## src/design/spi_reg_pkg.sv

```systemverilog
package spi_reg_pkg;

    // Frame lengths on the SPI link, counted in clock pulses
    localparam int cmd_width = 56;
    localparam int rsp_width = 48;

    // Command frame as it arrives on MOSI, opcode first
    typedef struct packed {
        logic [7:0]  opcode;
        logic [15:0] addr;
        logic [31:0] data;
    } spi_cmd_t;

    // Response frame as it leaves on MISO, status first
    typedef struct packed {
        logic [7:0]  status;
        logic [31:0] data;
        logic [7:0]  seq;
    } spi_rsp_t;

    typedef enum logic [7:0] {
        op_nop   = 8'h00,
        op_write = 8'h01,
        op_read  = 8'h02
    } spi_op_e;

    typedef enum logic [7:0] {
        st_ok       = 8'h00,
        st_bad_op   = 8'h01,
        st_bad_addr = 8'h02
    } spi_status_e;

endpackage

```

## src/design/sync_sig.sv

```systemverilog
`timescale 1ns/100ps

module sync_sig (
    input  logic clk,
    input  logic nrst,
    input  logic in_sig,
    output logic out_sig
);

    // First stage may go metastable, the second gives it a cycle to settle
    logic meta;

    always_ff @(posedge clk or negedge nrst) begin
        if (!nrst) begin
            meta    <= 1'b0;
            out_sig <= 1'b0;
        end else begin
            meta    <= in_sig;
            out_sig <= meta;
        end
    end

endmodule

```

## src/design/spi_iff.sv

```systemverilog
`timescale 1ns/100ps

module spi_iff (
    input  logic                  clk,
    input  logic                  nrst,
    input  logic                  spi_clk,
    input  logic                  spi_ss,
    input  logic                  spi_mosi,
    output logic                  spi_miso,
    input  spi_reg_pkg::spi_rsp_t rsp,
    output spi_reg_pkg::spi_cmd_t cmd,
    output logic                  valid
);

    logic sync_sck;
    logic sync_ss;
    logic sync_mosi;
    logic last_sck;
    logic last_ss;
    logic sck_rise;
    logic sck_fall;
    logic ss_rise;
    logic ss_fall;
    logic in_frame;

    logic [spi_reg_pkg::cmd_width-1:0] in_reg;
    logic [spi_reg_pkg::rsp_width-1:0] out_reg;

    sync_sig u_sync_sck (
        .clk     (clk),
        .nrst    (nrst),
        .in_sig  (spi_clk),
        .out_sig (sync_sck)
    );

    sync_sig u_sync_ss (
        .clk     (clk),
        .nrst    (nrst),
        .in_sig  (spi_ss),
        .out_sig (sync_ss)
    );

    sync_sig u_sync_mosi (
        .clk     (clk),
        .nrst    (nrst),
        .in_sig  (spi_mosi),
        .out_sig (sync_mosi)
    );

    always_ff @(posedge clk or negedge nrst) begin
        if (!nrst) begin
            last_sck <= 1'b0;
            last_ss  <= 1'b0;
        end else begin
            last_sck <= sync_sck;
            last_ss  <= sync_ss;
        end
    end

    assign sck_rise = sync_sck & ~last_sck;
    assign sck_fall = ~sync_sck & last_sck;
    assign ss_rise  = sync_ss & ~last_ss;
    assign ss_fall  = ~sync_ss & last_ss;

    // The synchronizer leaves reset low, so slave select shows a rising edge
    // right after reset. Only a rise that closes a real frame counts
    always_ff @(posedge clk or negedge nrst) begin
        if (!nrst) begin
            in_frame <= 1'b0;
        end else if (ss_fall) begin
            in_frame <= 1'b1;
        end else if (ss_rise) begin
            in_frame <= 1'b0;
        end
    end

    // MOSI is sampled on the rising SPI clock, MSB first
    always_ff @(posedge clk or negedge nrst) begin
        if (!nrst) begin
            in_reg <= '0;
        end else if (ss_fall) begin
            in_reg <= '0;
        end else if (!sync_ss && sck_rise) begin
            in_reg <= {in_reg[spi_reg_pkg::cmd_width-2:0], sync_mosi};
        end
    end

    // Load the response when the frame opens, then move one bit per falling
    // clock. Zeros fill in behind, so the last 8 pulses of a frame read 0
    always_ff @(posedge clk or negedge nrst) begin
        if (!nrst) begin
            out_reg <= '0;
        end else if (ss_fall) begin
            out_reg <= rsp;
        end else if (!sync_ss && sck_fall) begin
            out_reg <= {out_reg[spi_reg_pkg::rsp_width-2:0], 1'b0};
        end
    end

    assign spi_miso = out_reg[spi_reg_pkg::rsp_width-1];

    always_ff @(posedge clk or negedge nrst) begin
        if (!nrst) begin
            cmd   <= '0;
            valid <= 1'b0;
        end else begin
            valid <= ss_rise & in_frame;
            if (ss_rise && in_frame) begin
                cmd <= spi_reg_pkg::spi_cmd_t'(in_reg);
            end
        end
    end

    valid_single_cycle: assert property (@(posedge clk) disable iff (!nrst)
        valid |=> !valid)
        else $error("valid held high for more than one cycle");

    // The master only toggles the SPI clock inside a frame
    no_sck_outside_frame: assert property (@(posedge clk) disable iff (!nrst)
        sync_ss |-> !(sck_rise || sck_fall))
        else $error("SPI clock edge seen while slave select is high");

endmodule

```

## src/design/cmd_decoder.sv

```systemverilog
`timescale 1ns/100ps

module cmd_decoder #(
    parameter int num_regs = 16
) (
    input  logic                  clk,
    input  logic                  nrst,
    input  spi_reg_pkg::spi_cmd_t cmd,
    input  logic                  valid,
    output spi_reg_pkg::spi_rsp_t rsp
);

    localparam int idx_width = (num_regs > 1) ? $clog2(num_regs) : 1;

    logic [31:0]           regs [num_regs];
    logic [7:0]            seq;
    logic [7:0]            seq_next;
    logic                  addr_ok;
    logic [idx_width-1:0]  idx;
    logic                  wr_en;
    spi_reg_pkg::spi_rsp_t rsp_next;

    // The counter wraps at 256 on its own
    assign seq_next = seq + 8'd1;
    assign addr_ok  = int'(cmd.addr) < num_regs;
    assign idx      = cmd.addr[idx_width-1:0];

    // Build the response for the command now sitting on cmd
    always_comb begin
        wr_en           = 1'b0;
        rsp_next.status = spi_reg_pkg::st_ok;
        rsp_next.data   = '0;
        rsp_next.seq    = seq_next;
        case (cmd.opcode)
            spi_reg_pkg::op_nop: begin
                rsp_next.data = '0;
            end
            spi_reg_pkg::op_write: begin
                if (addr_ok) begin
                    wr_en         = 1'b1;
                    rsp_next.data = cmd.data;
                end else begin
                    rsp_next.status = spi_reg_pkg::st_bad_addr;
                end
            end
            spi_reg_pkg::op_read: begin
                if (addr_ok) begin
                    rsp_next.data = regs[idx];
                end else begin
                    rsp_next.status = spi_reg_pkg::st_bad_addr;
                end
            end
            default: begin
                rsp_next.status = spi_reg_pkg::st_bad_op;
            end
        endcase
    end

    // Register bank, counter and response all move only on valid
    always_ff @(posedge clk or negedge nrst) begin
        if (!nrst) begin
            seq <= '0;
            rsp <= '0;
            for (int i = 0; i < num_regs; i++) begin
                regs[i] <= '0;
            end
        end else if (valid) begin
            seq <= seq_next;
            rsp <= rsp_next;
            if (wr_en) begin
                regs[idx] <= cmd.data;
            end
        end
    end

    status_defined: assert property (@(posedge clk) disable iff (!nrst)
        rsp.status inside {spi_reg_pkg::st_ok, spi_reg_pkg::st_bad_op,
                           spi_reg_pkg::st_bad_addr})
        else $error("undefined status code 0x%02h", rsp.status);

endmodule

```

## src/design/spi_reg_top.sv

```systemverilog
`timescale 1ns/100ps

module spi_reg_top #(
    parameter int num_regs = 16
) (
    input  logic clk,
    input  logic nrst,
    input  logic spi_clk,
    input  logic spi_ss,
    input  logic spi_mosi,
    output logic spi_miso,
    output logic frame_done
);

    spi_reg_pkg::spi_cmd_t cmd;
    spi_reg_pkg::spi_rsp_t rsp;

    // The end of frame pulse also tells the outside that a command ran
    spi_iff u_spi_iff (
        .clk      (clk),
        .nrst     (nrst),
        .spi_clk  (spi_clk),
        .spi_ss   (spi_ss),
        .spi_mosi (spi_mosi),
        .spi_miso (spi_miso),
        .rsp      (rsp),
        .cmd      (cmd),
        .valid    (frame_done)
    );

    cmd_decoder #(
        .num_regs (num_regs)
    ) u_cmd_decoder (
        .clk   (clk),
        .nrst  (nrst),
        .cmd   (cmd),
        .valid (frame_done),
        .rsp   (rsp)
    );

endmodule

```

## config.mk

```make
export PLATFORM = sky130hd
export DESIGN_NAME = spi_reg_top
export DESIGN_NICKNAME = d
export VERILOG_FILES = /design/src/design/spi_reg_pkg.sv /design/src/design/sync_sig.sv /design/src/design/spi_iff.sv /design/src/design/cmd_decoder.sv /design/src/design/spi_reg_top.sv
export SDC_FILE = /design/constraint.sdc
export NUM_CORES = 1
export LEC_CHECK = 0
export BUFFER_PORTS_ARGS = -buffer_cell sky130_fd_sc_hd__buf_2
export CAP_MARGIN = 20
export CORE_MARGIN = 1.5
export CORE_UTILIZATION = 40
export DETAILED_ROUTE_END_ITERATION = 10
export PLACE_DENSITY = 0.61
export SLEW_MARGIN = 40
export SYNTH_ARGS = -nofsm -noshare
export SYNTH_HDL_FRONTEND = slang
export SYNTH_HIERARCHICAL = 1
export SYNTH_SLANG_ARGS = --single-unit
```

## constraint.sdc

```tcl
create_clock -name clk -period 7.35 [get_ports clk]
set_input_delay 0.735 -clock clk [delete_from_list [all_inputs] [get_ports clk]]
set_output_delay 0.735 -clock clk [all_outputs]
set_load 0.02 [all_outputs]
```

==> impl_metrics.tcl <==
set metrics [dict create \
    status "completed" \
    max-clock-path-buffers 3 \
    cp_max_fo 32 \
    yosysWarnings 6 \
    finalClockSkew_ns 0.02790 \
    crit_top_cell "buf_4" \
    worstSetupPathType "flip-flop to flip-flop" \
    yosys_register_bits 724 \
    insertedDiodeCount 0 \
    die_w_um 288.6 \
    clock-sinks 724 \
    synthAdderAreaFrac_pct 0.1534 \
    ant_nets 0 \
    yosys.area_share.simple_pct 5.051 \
    grtUsageMet1_pct 26.51 \
    ir_drop_mv 0.1634 \
    place.gp.congestion 0.7312 \
    slew_viol_final 0 \
    hold_viol_final 0 \
    die_area_um2 83290 \
    drt_pre_antenna_iters 7 \
    synthCells 2195 \
    synth_flop_cell "dfrtp_1" \
    worstPathArrival_ns 4.21 \
    area_growth_pct 11.24 \
    clk-insertion-delay-late_ns 0.62 \
    synth_area_per_cell_um2 14.86 \
    viasPerCell 5.620 \
    num_rows 104 \
    min_from "spi_mosi" \
    ys_async_sr_fraction_pct 100.0 \
    ios 7 \
    use_met2_pct 31.15 \
    cts_tree "built" \
    r2r_slack_ns 3.62 \
    ys_types 45 \
    layout-drive-gt1-share_pct 42.70 \
    clkTransAtPathRegs_ns 0.05 \
    synth_edf_count 0 \
    cpPeakStageDelay_ns 0.75 \
    start_util_pct 40.44 \
    grt_pass1_wl_um 121400 \
    use_met3_pct 2.638 \
    period_needed_ns 3.726 \
    rr_endpoint "u_cmd_decoder/regs[429]$_DFFE_PN0P_" \
    antenna_found_initial 0 \
    htree_levels 3 \
    syn_area_um2 32630 \
    maxCapViolations 0 \
    route.detailed.drc 0 \
    grt_use_total_pct 19.04 \
    synth_compound_area_share_pct 1.917 \
    worst-endpoint-required_ns 7.84 \
    numCtsBuffers 80 \
    reg2reg_from "u_spi_iff/valid$_DFF_PN0_" \
    routed_wl_um 76960 \
    seq_area_frac_synth_pct 55.53 \
    synth_mux_area_share_pct 33.87 \
    place_hpwl_um 44040 \
    tns_ns 0 \
    synth-xor-area-share_pct 0.1879 \
    relSlewSlack_pct 44.40 \
    grt_pass1_vias 19981 \
    port_buffers 6 \
    top_usage_layer "met2" \
    critPathCaptureType "flip-flop" \
    worst_pin_slew_ns 0.8341 \
    synth_top_family_by_area "multiplexers" \
    r2r.worst_path.cells 6 \
    power.total_mw 8.276 \
    core_um2 80680 \
    die_y_um 288.6 \
    cpMaxStageDelayCell "nor3_4" \
    gr-total-overflow 0 \
    rsz0062_at_grt "false" \
    largest_reg_flops 512 \
    grt_max_degree 166 \
    min_path_cells 1 \
    avgRoutedWirePerCell_um 23.51 \
    fin_nets 2160 \
    setup_violations 0 \
    worst_setup_path_start_kind "flip-flop" \
    fmax_ghz 0.2684 \
    drt_iter0_drc 1259 \
    hp-class "primary input to flip-flop" \
    num_vias 18394 \
    root_buffer "clkbuf_16" \
    cellLeakagePower_nw 17.22 \
    powerDensity_nw_per_um2 228.0 \
    crit_chain "nor4b_4, buf_4, nand3_4, nor3_4, buf_4, mux2_2" \
    min_to "u_spi_iff/u_sync_mosi/meta$_DFF_PN0_" \
    n_fill_cell 7054 \
    timing.final.crit_share_pct 50.69 \
]
-- stage by stage --
step / hold slack (ns) / instance area, µm² / setup WS, ns / util [%] / cells
final: 0.2339 / 36290 / 3.624 / 44.99 / 3273
after detailed placement: 0.3347 / 33570 / 3.254 / 41.61 / 3125
after global routing: 0.2063 / 36290 / 3.453 / 44.99 / 3273
after floorplan: 0.3312 / 32650 / 4.638 / - / 2200
after CTS: 0.2040 / 36190 / 3.250 / 44.85 / 3269
after global placement: 0.3372 / 33500 / 3.215 / 41.52 / 3121
-- synthesized netlist by cell type (all sizes together), types with 10 or more instances --
cell | instances | area share [%]
buf | 100 | 2.1
nand2 | 129 | 1.5
clkbuf | 89 | 1.0
nor4 | 10 | 0.56
mux4 | 126 | 8.7
mux2 | 725 | 25
a21oi | 56 | 0.86
inv | 10 | 0.12
a2bb2oi | 30 | 0.81
nor3 | 10 | 0.26
nand3 | 95 | 1.5
nand4 | 34 | 0.65
dfrtp | 724 | 56
-- layout make-up --
cell class,count,area (µm²),share of cell area [%]
Timing Repair Buffer,58,606.8,1.672
Clock inverter,27,221.5,0.6102
Sequential cell,724,18120,49.94
Multi-Input combinational cell,1277,13580,37.42
Inverter,10,37.54,0.1034
Clock buffer,117,2395,6.598
Tap cell,1060,1326,3.654
-- worst max path at each step --
stage	startpoint	end	slack, ns	depth (start not counted)
3_3_place_gp	u_spi_iff/valid$_DFF_PN0_	u_cmd_decoder/regs[397]$_DFFE_PN0P_	3.21	6
5_1_grt	u_spi_iff/valid$_DFF_PN0_	u_cmd_decoder/regs[440]$_DFFE_PN0P_	3.45	6
2_1_floorplan	u_spi_iff/valid$_DFF_PN0_	u_cmd_decoder/regs[129]$_DFFE_PN0P_	4.64	6
4_1_cts	u_spi_iff/valid$_DFF_PN0_	u_cmd_decoder/regs[440]$_DFFE_PN0P_	3.25	6
6_report	u_spi_iff/valid$_DFF_PN0_	u_cmd_decoder/regs[429]$_DFFE_PN0P_	3.62	6
3_5_place_dp	u_spi_iff/valid$_DFF_PN0_	u_cmd_decoder/regs[434]$_DFFE_PN0P_	3.25	6
-- critical path, delay by kind of cell, from the launching register on --
kind	cells	cell delay, ns
buffers and inverters	2	0.99
multiplexers	1	0.39
AND/OR/NAND/NOR	3	1.54
flip-flops	1	0.63
-- power breakdown --
group          switching [mW]  internal (mW)  total [mW]  leakage [nW]
clock network            1.59           2.36        3.96          1.32
logic                   0.160         0.0801       0.240          5.83
registers              0.0457           4.04        4.08          10.1
total                    1.80           6.48        8.28          17.2
-- placed cells by master (no fill, tap or decap), types with 19 or more instances in the layout --
cell type / instances
mux2_2: 596
buf_4: 37
nand3_1: 94
clkbuf_8: 19
mux4_2: 126
clkinv_2: 21
nand2_1: 128
nand4_1: 34
mux2_1: 129
dfrtp_1: 722
a2bb2oi_1: 30
a21oi_1: 56
clkbuf_16: 83
-- what timing repair did --
item                                   in CTS  in global routing
setup buffers                               0                  0
hold buffers                                0                  1
resized for setup                           0                  0
endpoints found under the hold margin       0                 32
-- logic make-up (layout without fill, tap and decap cells) --
kind of cell | count (synthesis) | after routing
AOI/OAI and AO/OA | 97 | 97
and+or+nand+nor | 307 | 307
adders and majority gates | 4 | 4
muxes | 856 | 856
xor gates and xnor gates | 7 | 7
DFF | 724 | 724
other | 1 | 6
buffers and inverters | 199 | 212
-- routing by layer --
layer	vias to the layer above	wire, µm
met5	-	0
met4	0	1892
met3	113	2905
met2	353	37170
met1	9990	34990
li1	7938	-
Power figures use the tool's default switching activity.
